### src/common/queue_rd_if.sv
`timescale 1ns/1ps

interface queue_rd_if #(
    parameter type payload_t = logic
);

    payload_t data0;
    payload_t data1;
    logic     pop0;
    logic     pop1;
    logic     empty;
    logic     one_left;

    modport fifo (
        output data0, data1, empty, one_left,
        input  pop0, pop1
    );

    modport consumer (
        input  data0, data1, empty, one_left,
        output pop0, pop1
    );

endinterface

### src/hdl/multi_port_fifo.sv
`timescale 1ns/1ps

module multi_port_fifo #(
    parameter type payload_t = logic,
    parameter int  depth     = 8
) (
    input  logic        clk,
    input  logic        rst_n,
    input  logic        push0,
    input  logic        push1,
    input  payload_t    data0,
    input  payload_t    data1,
    output logic        free0,
    output logic        free1,
    queue_rd_if.fifo    rd
);

    localparam int ptr_w = (depth > 1) ? $clog2(depth) : 1;
    localparam int cnt_w = $clog2(depth + 1);

    payload_t           mem [depth];
    logic [ptr_w-1:0]   wr_ptr;
    logic [ptr_w-1:0]   rd_ptr;
    logic [cnt_w-1:0]   count;
    logic [cnt_w-1:0]   count_nxt;
    logic [1:0]         n_push;
    logic [1:0]         n_pop;

    function automatic logic [ptr_w-1:0] ptr_inc(input logic [ptr_w-1:0] p, input int n);
        int sum;
        sum = int'(p) + n;
        if (sum >= depth) begin
            sum = sum - depth;
        end
        return ptr_w'(sum);
    endfunction

    assign n_push    = {1'b0, push0} + {1'b0, push1};
    assign n_pop     = {1'b0, rd.pop0} + {1'b0, rd.pop1};
    assign count_nxt = count + cnt_w'(n_push) - cnt_w'(n_pop);

    // Status flags straight from the occupancy
    assign rd.empty    = (count == '0);
    assign rd.one_left = (count <= cnt_w'(1));

    assign rd.data0 = mem[rd_ptr];
    assign rd.data1 = mem[ptr_inc(rd_ptr, 1)];

    always_ff @(posedge clk) begin
        if (push0) begin
            mem[wr_ptr] <= data0;
        end
        if (push1) begin
            mem[ptr_inc(wr_ptr, 1)] <= data1;
        end
    end

    always_ff @(posedge clk) begin
        if (!rst_n) begin
            wr_ptr <= '0;
            rd_ptr <= '0;
            count  <= '0;
            free0  <= 1'b0;
            free1  <= 1'b0;
        end else begin
            wr_ptr <= ptr_inc(wr_ptr, int'(n_push));
            rd_ptr <= ptr_inc(rd_ptr, int'(n_pop));
            count  <= count_nxt;
            // Write-side flags track the next occupancy
            free0  <= (count_nxt < cnt_w'(depth));
            free1  <= (count_nxt < cnt_w'(depth - 1));
        end
    end

    // Producer must respect the free flags, lane 1 only with lane 0
    assert property (@(posedge clk) disable iff (!rst_n)
        (push0 |-> free0) and (push1 |-> push0 && free1));

    // Consumer never pops more than is stored
    assert property (@(posedge clk) disable iff (!rst_n)
        (rd.pop0 |-> !rd.empty) and (rd.pop1 |-> rd.pop0 && !rd.one_left));

endmodule

### src/flat_wrapper.sv
// flat-port wrapper written by rule: the top's interface ports become plain ports
module multi_port_fifo_flat 
#(
    parameter type payload_t = logic,
    parameter int  depth     = 8
)
  (clk, rst_n, push0, push1, data0, data1, free0, free1, rd_data0, rd_data1, rd_empty, rd_one_left, rd_pop0, rd_pop1);
  queue_rd_if #(.payload_t(payload_t)) rd_i ();
  input  logic clk;
  input  logic rst_n;
  input  logic push0;
  input  logic push1;
  input  payload_t data0;
  input  payload_t data1;
  output logic free0;
  output logic free1;
  output wire logic [$bits(rd_i.data0)-1:0] rd_data0;
  output wire logic [$bits(rd_i.data1)-1:0] rd_data1;
  output wire logic [$bits(rd_i.empty)-1:0] rd_empty;
  output wire logic [$bits(rd_i.one_left)-1:0] rd_one_left;
  input wire logic [$bits(rd_i.pop0)-1:0] rd_pop0;
  input wire logic [$bits(rd_i.pop1)-1:0] rd_pop1;
  assign rd_data0 = rd_i.data0;
  assign rd_data1 = rd_i.data1;
  assign rd_empty = rd_i.empty;
  assign rd_one_left = rd_i.one_left;
  assign rd_i.pop0 = rd_pop0;
  assign rd_i.pop1 = rd_pop1;
  multi_port_fifo #(.payload_t(payload_t), .depth(depth)) u_core (.clk(clk), .rst_n(rst_n), .push0(push0), .push1(push1), .data0(data0), .data1(data1), .free0(free0), .free1(free1), .rd(rd_i));
endmodule
### config.mk
export PLATFORM = sky130hd
export DESIGN_NAME = multi_port_fifo_flat
export DESIGN_NICKNAME = d
export VERILOG_FILES = /design/src/common/queue_rd_if.sv /design/src/hdl/multi_port_fifo.sv /design/src/flat_wrapper.sv
export SDC_FILE = /design/constraint.sdc
export NUM_CORES = 1
export LEC_CHECK = 0
export BUFFER_PORTS_ARGS = -buffer_cell sky130_fd_sc_hd__buf_2
export CAP_MARGIN = 20
export CELL_PAD_IN_SITES_DETAIL_PLACEMENT = 2
export CELL_PAD_IN_SITES_GLOBAL_PLACEMENT = 2
export CORE_MARGIN = 3
export CORE_UTILIZATION = 33
export CTS_CLUSTER_DIAMETER = 30
export CTS_CLUSTER_SIZE = 28
export DETAILED_ROUTE_END_ITERATION = 7
export PLACE_DENSITY = 0.81
export RECOVER_POWER = 50
export SYNTH_ARGS = -nofsm -noshare
export SYNTH_HDL_FRONTEND = slang
export SYNTH_SLANG_ARGS = --single-unit
### constraint.sdc
create_clock -name clk -period 2 [get_ports clk]
set_input_delay 0 -clock clk [delete_from_list [all_inputs] [get_ports clk]]
set_output_delay 0 -clock clk [all_outputs]
set_load 0.05 [all_outputs]
==> results.cfg <==
[run_status]
run_status = finished clean

[cts]
htree_num_levels = 1
cts_tree = yes
cts-root-buf = sky130_fd_sc_hd__clkbuf_8
cts_inserted_buffers = 3
cts.sinks = 20
clkLatencyLatePin_ps = 260
clk_path_buf_depth = 2
clk_pin_slew_ps = 70

[finish]
layout.nets = 178
area.growth.synth_to_final_pct = 14.7
final_layout_size_suffix_gt1_share_pct = 21.4
n_antenna_cell = 0
final_design_area_no_fill_mm2 = 0.00163

[grt]
grt_overflow_total = 0
grt_start_max_net_pins = 21
grt_use_total_pct = 14.5
antenna_found_initial = 0
grt_pass1_vias = 1149
grt_first_pass_wirelength_um = 5810

[yosys]
yosysMostFrequentCell = sky130_fd_sc_hd__inv_1
synth_largest_area_cell = sky130_fd_sc_hd__dfxtp_1
synth.top_cells.by_area = sky130_fd_sc_hd__dfxtp_1 17%, sky130_fd_sc_hd__edfxtp_1 17%, sky130_fd_sc_hd__ha_1 9.7%
async_reset_ff_share_pct = 0
mappedNetlistArea_mm2 = 0.00142
synth.lib_cells_used.distinct = 39
synth-edff-count = 8
postSynthNetCount = 156
synthesis.instances = 133
syn-mean-instance-area_um2 = 10.7
synth_sequential_area_ratio_pct = 33.8
ys_top_cells_by_count = 19 x sky130_fd_sc_hd__inv_1, 12 x sky130_fd_sc_hd__dfxtp_1, 11 x sky130_fd_sc_hd__ha_1
yosysWarningCount = 0
synth_top_area_share_pct = 16.9
dominantRegCellSynth = sky130_fd_sc_hd__dfxtp_1
synth.ff_latch_count = 20

[worst_setup_path]
rr_worst_depth = 7
timing.reg2reg.setup_slack_ps = 10
critPathKind = reg2reg
worstPathArrival_ps = 2150
cp_max_fo = 3
critical_path.startpoint_type = flip-flop
critical_path.startpoint = u_core.count[1]
r2r_end = u_core.free0
critical_path.reg2reg.startpoint = u_core.count[1]
worst-endpoint-required_ps = 2160
crit_path_end_kind = flip-flop

[timing]
max_slew.worst_pin.slew_ps = 595
maxSlewHeadroom_pct = 60.5
rsz0062_at_grt = yes
period_needed_ps = 1990
post-route-period-util_pct = 99.5
final_max_slew_viol_count = 0
max_clock_freq_ghz = 0.502
post-route-worst-setup-slack_ps = 9.57
setup_viol = 0
clock-skew-final_ps = 5.88
final_hold_viol_count = 0

[die]
fp.coreArea_mm2 = 0.00409
die_w_um = 71.7
initial_core_util_pct = 34.8
io-pin-count = 14
placementRows = 23
dieArea_mm2 = 0.00513
die_y_um = 71.7

[worst_hold_path]
hold_path.startpoint = rst_n
hold_end = u_core.count[2]
timing.hold.worst_path_depth = 2
hold_path_class = in2reg

[placed_design]
finalWeightedCongestion = 0.816
placed_area_mm2 = 0.00158
dpl_worst_slack_ps = -117
detailed_place_hpwl_um = 2870
io_buffer_count = 13

[pwr]
p_per_area_mw_per_mm2 = 1190
irDropWorstVdd_v = 0.000345
cellLeakagePower_nw = 0.653

[routing]
dr_total_vias = 1056
drt.antenna.violating_nets = 0
avgRoutedWirePerCell_um = 16.8
drtPass1Iterations = 4
drt_iter0_drc = 27
route.final.wire_length_um = 3430
route.detailed.vias_per_inst = 5.18
drt_drc_violations_left = 0

[run]
cap_violations = 0
how the worst max path moves through the flow:
stage / end / slack (ps) / cells after the start
finish: u_core.free0 / 10 / 7
global placement: u_core.free0 / -30 / 9
floorplan: u_core.free0 / 30 / 7
global route: u_core.free1 / -60 / 7
CTS: u_core.free0 / 0.9 / 7
detailed placement: u_core.free1 / -120 / 9
layer usage:
metal	up-vias	global-route usage, %	share of wire (%)
met1	530	19.1	46
met3	2	1.26	2.0
met2	16	26.0	51
met4	0	2.51	0.58
met5	-	0	0
li1	508	-	-
state kept, by name (all words and copies together) (netlist names):
| name | count |
|---|---|
| u_core.free1 | 1 |
| u_core.free0 | 1 |
| u_core.rd_ptr | 3 |
| u_core.wr_ptr | 3 |
| u_core.mem | 8 |
| u_core.count | 4 |
repair_timing:
item	in CTS	in global routing
gates resized for setup	6	0
hold buffers	0	0
pin swaps	1	1
buffers inserted	0	0
setup endpoints to repair	3	3
through the flow:
| stage | hold slack (ps) | instances | total power (W) | util (%) | setup TNS, ps |
|---|---|---|---|---|---|
| 5_1_grt | 56.2 | 204 | 0.00208 | 39.9 | -139 |
| 3_5_place_dp | 309 | 200 | 0.00164 | 38.7 | -210 |
| 2_1_floorplan | 122 | 133 | 0.00131 | - | 0 |
| 4_1_cts | 38.9 | 204 | 0.00199 | 40.3 | 0 |
| 6_report | 38.7 | 204 | 0.00194 | 39.9 | 0 |
| 3_3_place_gp | 302 | 200 | 0.00156 | 38.7 | -57.2 |
power by group:
part           total (W)  switching (W)  internal (W)
Clock           0.000276       0.000139      0.000137
Sequential      0.000569      0.0000509      0.000518
Combinational    0.00110       0.000644      0.000454
cell type report:
type	instances	area, um^2
Fill cell	449	2450
Multi-Input combinational cell	90	855
Sequential cell	20	482
Timing Repair Buffer	21	116
Inverter	19	71.3
Tap cell	50	62.6
Clock buffer	3	41.3
Clock inverter	1	3.75
worst max-delay path: stages, from the launching register on:
cell and delay, ps:
sky130_fd_sc_hd__dfxtp_2 350, sky130_fd_sc_hd__inv_2 40, sky130_fd_sc_hd__fa_1 490, sky130_fd_sc_hd__inv_1 50, sky130_fd_sc_hd__ha_1 280, sky130_fd_sc_hd__and3_4 180, sky130_fd_sc_hd__or3_4 330, sky130_fd_sc_hd__and3_1 180
placed cells by master, fill, tap and decap left out, types with 2 or more instances in the layout:
master and count:
sky130_fd_sc_hd__mux2_2 5, sky130_fd_sc_hd__edfxtp_1 8, sky130_fd_sc_hd__buf_4 7, sky130_fd_sc_hd__mux4_1 4, sky130_fd_sc_hd__fa_1 3, sky130_fd_sc_hd__ha_1 11, sky130_fd_sc_hd__a31oi_1 2, sky130_fd_sc_hd__nand2_1 5
sky130_fd_sc_hd__o21ai_0 2, sky130_fd_sc_hd__o22ai_1 3, sky130_fd_sc_hd__o2bb2ai_1 3, sky130_fd_sc_hd__nor2_1 8, sky130_fd_sc_hd__clkbuf_1 5, sky130_fd_sc_hd__buf_2 8, sky130_fd_sc_hd__and2_1 5, sky130_fd_sc_hd__inv_1 18
sky130_fd_sc_hd__nor3_2 2, sky130_fd_sc_hd__and3_1 2, sky130_fd_sc_hd__nor3_1 2, sky130_fd_sc_hd__mux2_1 5, sky130_fd_sc_hd__nand2b_1 3, sky130_fd_sc_hd__nand3_1 5, sky130_fd_sc_hd__dfxtp_1 11, sky130_fd_sc_hd__clkbuf_8 3
sky130_fd_sc_hd__xor2_1 3
cells by family (layout without fill, tap and decap cells):
kind of cell	count (synthesis)	after routing	synth area share, %
multiplexers	14	14	15.3
AO/OA/AOI/OAI	16	16	7.83
flip-flops	20	20	33.8
AND/OR/NAND/NOR	39	39	15.2
XOR/XNOR	6	6	5.54
buffers and inverters	23	44	7.04
adder cells (fa/ha/maj)	15	15	15.3
No activity file was read; power rests on OpenSTA's default activity.
