==> src/common/rvv_pkg.sv <==
package rvv_pkg;

    localparam int issue_lanes = 2;
    localparam int vlen        = 128;
    localparam int sew         = 8;
    localparam int num_elem    = vlen / sew;
    localparam int num_vreg    = 32;

    localparam int cq_depth = 8;
    localparam int uq_depth = 8;
    localparam int rs_depth = 4;

    typedef logic [4:0]      reg_idx_t;
    typedef logic [vlen-1:0] vreg_t;

    typedef struct packed {
        logic [31:0] pc;
        logic [31:0] inst;
    } cmd_t;

    // Instruction word fields
    localparam int funct6_msb = 31;
    localparam int funct6_lsb = 26;
    localparam int vs2_msb    = 24;
    localparam int vs2_lsb    = 20;
    localparam int vs1_msb    = 19;
    localparam int vs1_lsb    = 15;
    localparam int funct3_msb = 14;
    localparam int funct3_lsb = 12;
    localparam int vd_msb     = 11;
    localparam int vd_lsb     = 7;
    localparam int opcode_msb = 6;
    localparam int opcode_lsb = 0;

    localparam logic [6:0] opcode_vec  = 7'b1010111;
    localparam logic [2:0] funct3_opivv = 3'b000;

    localparam logic [5:0] funct6_add = 6'b000000;
    localparam logic [5:0] funct6_sub = 6'b000010;
    localparam logic [5:0] funct6_and = 6'b001001;
    localparam logic [5:0] funct6_or  = 6'b001010;
    localparam logic [5:0] funct6_xor = 6'b001011;

    typedef enum logic [2:0] {
        op_add,
        op_sub,
        op_and,
        op_or,
        op_xor
    } alu_op_e;

    typedef struct packed {
        logic [31:0] pc;
        alu_op_e     op;
        reg_idx_t    vd;
        reg_idx_t    vs1;
        reg_idx_t    vs2;
        logic        illegal;
    } uop_t;

    typedef struct packed {
        uop_t  uop;
        vreg_t vs1_data;
        vreg_t vs2_data;
    } rs_uop_t;

    // Reset contents: byte j of register i is 16*i + j
    function automatic vreg_t vrf_init(input int idx);
        vreg_t v;
        for (int j = 0; j < num_elem; j++) begin
            v[j*sew +: sew] = sew'((num_elem * idx + j) % 256);
        end
        return v;
    endfunction

endpackage

==> src/common/queue_rd_if.sv <==
`timescale 1ns/1ps

interface queue_rd_if #(
    parameter type payload_t = logic
);

    payload_t data0;
    payload_t data1;
    logic     pop0;
    logic     pop1;
    logic     empty;
    logic     one_left;

    modport fifo (
        output data0, data1, empty, one_left,
        input  pop0, pop1
    );

    modport consumer (
        input  data0, data1, empty, one_left,
        output pop0, pop1
    );

endinterface

==> src/dispatch/rvv_dispatch.sv <==
`timescale 1ns/1ps

module rvv_dispatch (
    input  logic                        clk,
    input  logic                        rst_n,
    queue_rd_if.consumer                uq,
    output rvv_pkg::reg_idx_t [3:0]     rd_idx,
    input  rvv_pkg::vreg_t    [3:0]     rd_data,
    input  logic                        rs_free0,
    input  logic                        rs_free1,
    output logic                        rs_push0,
    output logic                        rs_push1,
    output rvv_pkg::rs_uop_t            rs_data0,
    output rvv_pkg::rs_uop_t            rs_data1,
    input  logic [1:0]                  wb_valid,
    input  rvv_pkg::reg_idx_t [1:0]     wb_vd
);

    logic [rvv_pkg::num_vreg-1:0] pending;
    logic [rvv_pkg::num_vreg-1:0] pending_nxt;
    rvv_pkg::uop_t                u0;
    rvv_pkg::uop_t                u1;
    logic                         hazard0;
    logic                         hazard1;
    logic                         dep1;
    logic                         issue0;
    logic                         issue1;

    assign u0 = uq.data0;
    assign u1 = uq.data1;

    assign rd_idx[0] = u0.vs1;
    assign rd_idx[1] = u0.vs2;
    assign rd_idx[2] = u1.vs1;
    assign rd_idx[3] = u1.vs2;

    assign hazard0 = pending[u0.vs1] | pending[u0.vs2] | pending[u0.vd];
    assign hazard1 = pending[u1.vs1] | pending[u1.vs2] | pending[u1.vd];

    // Lane 1 cannot see the result lane 0 is about to produce
    assign dep1 = !u0.illegal
        && ((u1.vs1 == u0.vd) || (u1.vs2 == u0.vd) || (u1.vd == u0.vd));

    assign issue0 = !uq.empty && !hazard0 && rs_free0;
    assign issue1 = issue0 && !uq.one_left && !hazard1 && !dep1 && rs_free1;

    assign uq.pop0 = issue0;
    assign uq.pop1 = issue1;
    assign rs_push0 = issue0;
    assign rs_push1 = issue1;

    assign rs_data0 = '{uop: u0, vs1_data: rd_data[0], vs2_data: rd_data[1]};
    assign rs_data1 = '{uop: u1, vs1_data: rd_data[2], vs2_data: rd_data[3]};

    always_comb begin
        pending_nxt = pending;
        for (int w = 0; w < rvv_pkg::issue_lanes; w++) begin
            if (wb_valid[w]) begin
                pending_nxt[wb_vd[w]] = 1'b0;
            end
        end
        if (issue0 && !u0.illegal) begin
            pending_nxt[u0.vd] = 1'b1;
        end
        if (issue1 && !u1.illegal) begin
            pending_nxt[u1.vd] = 1'b1;
        end
    end

    always_ff @(posedge clk) begin
        if (!rst_n) begin
            pending <= '0;
        end else begin
            pending <= pending_nxt;
        end
    end

    // A second writer to one register would find its bit already cleared
    assert property (@(posedge clk) disable iff (!rst_n)
        (wb_valid[0] |-> pending[wb_vd[0]]) and (wb_valid[1] |-> pending[wb_vd[1]]));

endmodule

==> src/flat_wrapper.sv <==
// flat-port wrapper written by rule: the top's interface ports become plain ports
module rvv_dispatch_flat 
  (clk, rst_n, rd_idx, rd_data, rs_free0, rs_free1, rs_push0, rs_push1, rs_data0, rs_data1, wb_valid, wb_vd, uq_data0, uq_data1, uq_empty, uq_one_left, uq_pop0, uq_pop1);
  queue_rd_if uq_i ();
  input  logic clk;
  input  logic rst_n;
  output rvv_pkg::reg_idx_t [3:0] rd_idx;
  input  rvv_pkg::vreg_t    [3:0] rd_data;
  input  logic rs_free0;
  input  logic rs_free1;
  output logic rs_push0;
  output logic rs_push1;
  output rvv_pkg::rs_uop_t rs_data0;
  output rvv_pkg::rs_uop_t rs_data1;
  input  logic [1:0] wb_valid;
  input  rvv_pkg::reg_idx_t [1:0] wb_vd;
  input wire logic [$bits(uq_i.data0)-1:0] uq_data0;
  input wire logic [$bits(uq_i.data1)-1:0] uq_data1;
  input wire logic [$bits(uq_i.empty)-1:0] uq_empty;
  input wire logic [$bits(uq_i.one_left)-1:0] uq_one_left;
  output wire logic [$bits(uq_i.pop0)-1:0] uq_pop0;
  output wire logic [$bits(uq_i.pop1)-1:0] uq_pop1;
  assign uq_i.data0 = uq_data0;
  assign uq_i.data1 = uq_data1;
  assign uq_i.empty = uq_empty;
  assign uq_i.one_left = uq_one_left;
  assign uq_pop0 = uq_i.pop0;
  assign uq_pop1 = uq_i.pop1;
  rvv_dispatch u_core (.clk(clk), .rst_n(rst_n), .uq(uq_i), .rd_idx(rd_idx), .rd_data(rd_data), .rs_free0(rs_free0), .rs_free1(rs_free1), .rs_push0(rs_push0), .rs_push1(rs_push1), .rs_data0(rs_data0), .rs_data1(rs_data1), .wb_valid(wb_valid), .wb_vd(wb_vd));
endmodule
==> config.mk <==
export PLATFORM = sky130hd
export DESIGN_NAME = rvv_dispatch_flat
export DESIGN_NICKNAME = d
export VERILOG_FILES = /design/src/common/rvv_pkg.sv /design/src/common/queue_rd_if.sv /design/src/dispatch/rvv_dispatch.sv /design/src/flat_wrapper.sv
export SDC_FILE = /design/constraint.sdc
export NUM_CORES = 1
export LEC_CHECK = 0
export BUFFER_PORTS_ARGS = -buffer_cell sky130_fd_sc_hd__buf_2
export CAP_MARGIN = 30
export CORE_AREA = 2 2 459 461
export DETAILED_ROUTE_END_ITERATION = 8
export DIE_AREA = 0 0 461 463
export PLACE_DENSITY_LB_ADDON = 0.05
export SKIP_CTS_REPAIR_TIMING = 1
export SLEW_MARGIN = 20
export SYNTH_ARGS = -nofsm -noshare
export SYNTH_HDL_FRONTEND = slang
export SYNTH_SLANG_ARGS = --single-unit
==> constraint.sdc <==
create_clock -name clk -period 1.02 [get_ports clk]
set_clock_uncertainty 0.05 [all_clocks]
set_input_delay 0.102 -clock clk [delete_from_list [all_inputs] [get_ports clk]]
set_output_delay 0.102 -clock clk [all_outputs]
set_load 0.005 [all_outputs]
==> results.ini <==
[finish]
layout_common_cells = sky130_fd_sc_hd__conb_1, sky130_fd_sc_hd__buf_2, sky130_fd_sc_hd__buf_6
most_common_library_cell_in_the_layout_ignoring_fill_and_taps = sky130_fd_sc_hd__conb_1
syn2layout_area_growth_pct = -13.02
diodes = 0
final_core_util_pct = 2.037
largest_registers_in_the_final_layout = u_core.pending x1
fillers = 25100
largest_reg_flops = 1
layout.cells.non_filler = 2964
largest_register = u_core.pending
stdcell_area_um2 = 4248
regArea_um2 = 23.77
multiInputGateArea_um2 = 554.3
layout-drive-gt1-share_pct = 20.13
nets = 693

[logic_synthesis]
post_synth.cell_area_avg_um2 = 7.525
netlist_instances = 649
ys_ff_latch = 1
sequential_to_total_area_share_from_yosys_stat_pct = 0.4099
synth-warning-count = 0
netlist_area_um2 = 4883
netlist-cell-type-count = 13

[setup_path]
timing_worst_setup_path_type = primary input to register
timing.critical_path.arrival_ps = 1180
worst_setup_path_end_kind = register
worstRegToRegCells = 3
cp_data_required_time_ps = 850
cp_slowest_cell = sky130_fd_sc_hd__or4_4
critical_path_peak_fanout = 1
critical_path.startpoint_type = primary input
crit_path_max_incr_delay_ps = 580
critical_path.cell_chain = buf_2 > or4_4 > nor3b_4 > o32ai_1
worst-r2r-setup-slack_ps = -60

[flow_run]
drv.max_cap_violation_count = 0

[sta]
fmax_mhz = 737.6
finalSetupViolations = 5
slew_limit_fails = 0
hold_viol = 0
timing.final.ws_setup_ps = -335.7
final.min_clock_period_ps = 1356
final_min_period_over_clock_period_pct = 132.9
grt_setup_unrepaired = true
finalSetupTns_ps = -728.9

[clocking]
clk_latency_ps = 10
clk_pin_slew_worst_paths_ps = 20

[pwr]
totalPowerFinal_uw = 279.6
cellLeakagePower_uw = 0.0005500
vdd_drop_max_uv = 54.43
cellPowerDensity_nw_per_um2 = 65.81

[floorplanning]
i_o_pin_total = 1170
fp.dieW_um = 461
dieArea_um2 = 213400
core_um2 = 208500
starting_density_of_the_core_pct = 2.342
floorplan.rows = 168
die_height_um = 463

[outcome]
violations = negative setup slack
run_status = finished, violations left

[drt]
drcViolationCount = 0
vias_per_cell = 0.5105
routed_wirelength_um = 61380
wire_per_inst_um = 20.71
drt_first_iter_violations = 70
vias = 1513
final_antenna_net_count = 0
first_pass_iters = 3

[placed_design]
placed_cells_incl_taps = 2963
hpwl_um = 58770
place.gp.congestion = 0.6462
input_output_buffers = 25
placement.cell_area_um2 = 4210

[global_routing]
grt_first_pass_wirelength_um = 63850
antenna_found_initial = 1
grt_util_all_layers_pct = 5.354
overflow = 0
grt_pass1_vias = 1478
grt_max_degree = 4

[min_path]
min_path_type = primary input to primary output
hold-path-cell-count = 0

cells by family after synthesis:
logic type             count (synthesis)  synth area share (%)
other                                  1               0.07679
AO/OA/AOI/OAI                          2                0.3588
buffers and inverters                637                 97.85
flip-flops                             1                0.4100
AND/OR/NAND/NOR                        8                 1.307
layer usage:
| layer | global-route usage (%) | part of all wire [%] |
|---|---|---|
| met1 | 0.9055 | 5.7 |
| met2 | 7.765 | 41 |
| met3 | 10.70 | 43 |
| met4 | 4.372 | 9.9 |
| met5 | 0.9276 | 0.46 |
worst max-delay path, delay by kind of cell:
kind / cells / cell delay, ps
buf+inv: 1 / 130
compound gates: 1 / 120
simple gates: 2 / 820
final timing paths:
| check | endpoint | startpoint |
|---|---|---|
| worst min register to register | u_core.pending[0] | u_core.pending[0] |
| worst min-delay path | rs_data0[150] | rd_data[22] |
| worst max register to register | u_core.pending[0] | u_core.pending[0] |
| worst max-delay path | u_core.pending[0] | wb_vd[1] |
cell usage after synthesis:
cell type                 count  area share, %
sky130_fd_sc_hd__buf_4      636             98
sky130_fd_sc_hd__nand2_1      2           0.15
sky130_fd_sc_hd__and4b_1      1           0.20
sky130_fd_sc_hd__conb_1       1          0.077
sky130_fd_sc_hd__dfxtp_1      1           0.41
sky130_fd_sc_hd__inv_1        1          0.077
sky130_fd_sc_hd__nor3_1       1           0.10
sky130_fd_sc_hd__nor3b_1      1           0.15
sky130_fd_sc_hd__nor3b_2      1           0.26
sky130_fd_sc_hd__o31a_1       1           0.18
sky130_fd_sc_hd__o32ai_1      1           0.18
sky130_fd_sc_hd__or4_4        1           0.23
sky130_fd_sc_hd__or4b_1       1           0.20
stage by stage:
stage          setup slack (ps)  hold slack, ps
4_1_cts                  -466.4           154.0
3_5_place_dp             -456.9           154.0
6_report                 -335.7           154.0
5_1_grt                  -370.6           154.0
2_1_floorplan            -20.16           180.6
3_3_place_gp             -594.2           154.0
power breakdown:
| part | internal (uW) | switching (uW) | leakage [uW] |
|---|---|---|---|
| Sequential | 41.5 | 2.78 | 0.00000891 |
| Combinational | 59.1 | 176 | 0.000541 |
| Clock | 0 | 0 | 0 |
area by class of cell:
type / count / area share [%]
Timing Repair Buffer: 27 / 3.682
Inverter: 1 / 0.08837
Sequential cell: 1 / 0.5596
Multi-Input combinational cell: 130 / 13.05
Tap cell: 2805 / 82.62
Note: power is estimated with default switching activity, not from simulation.
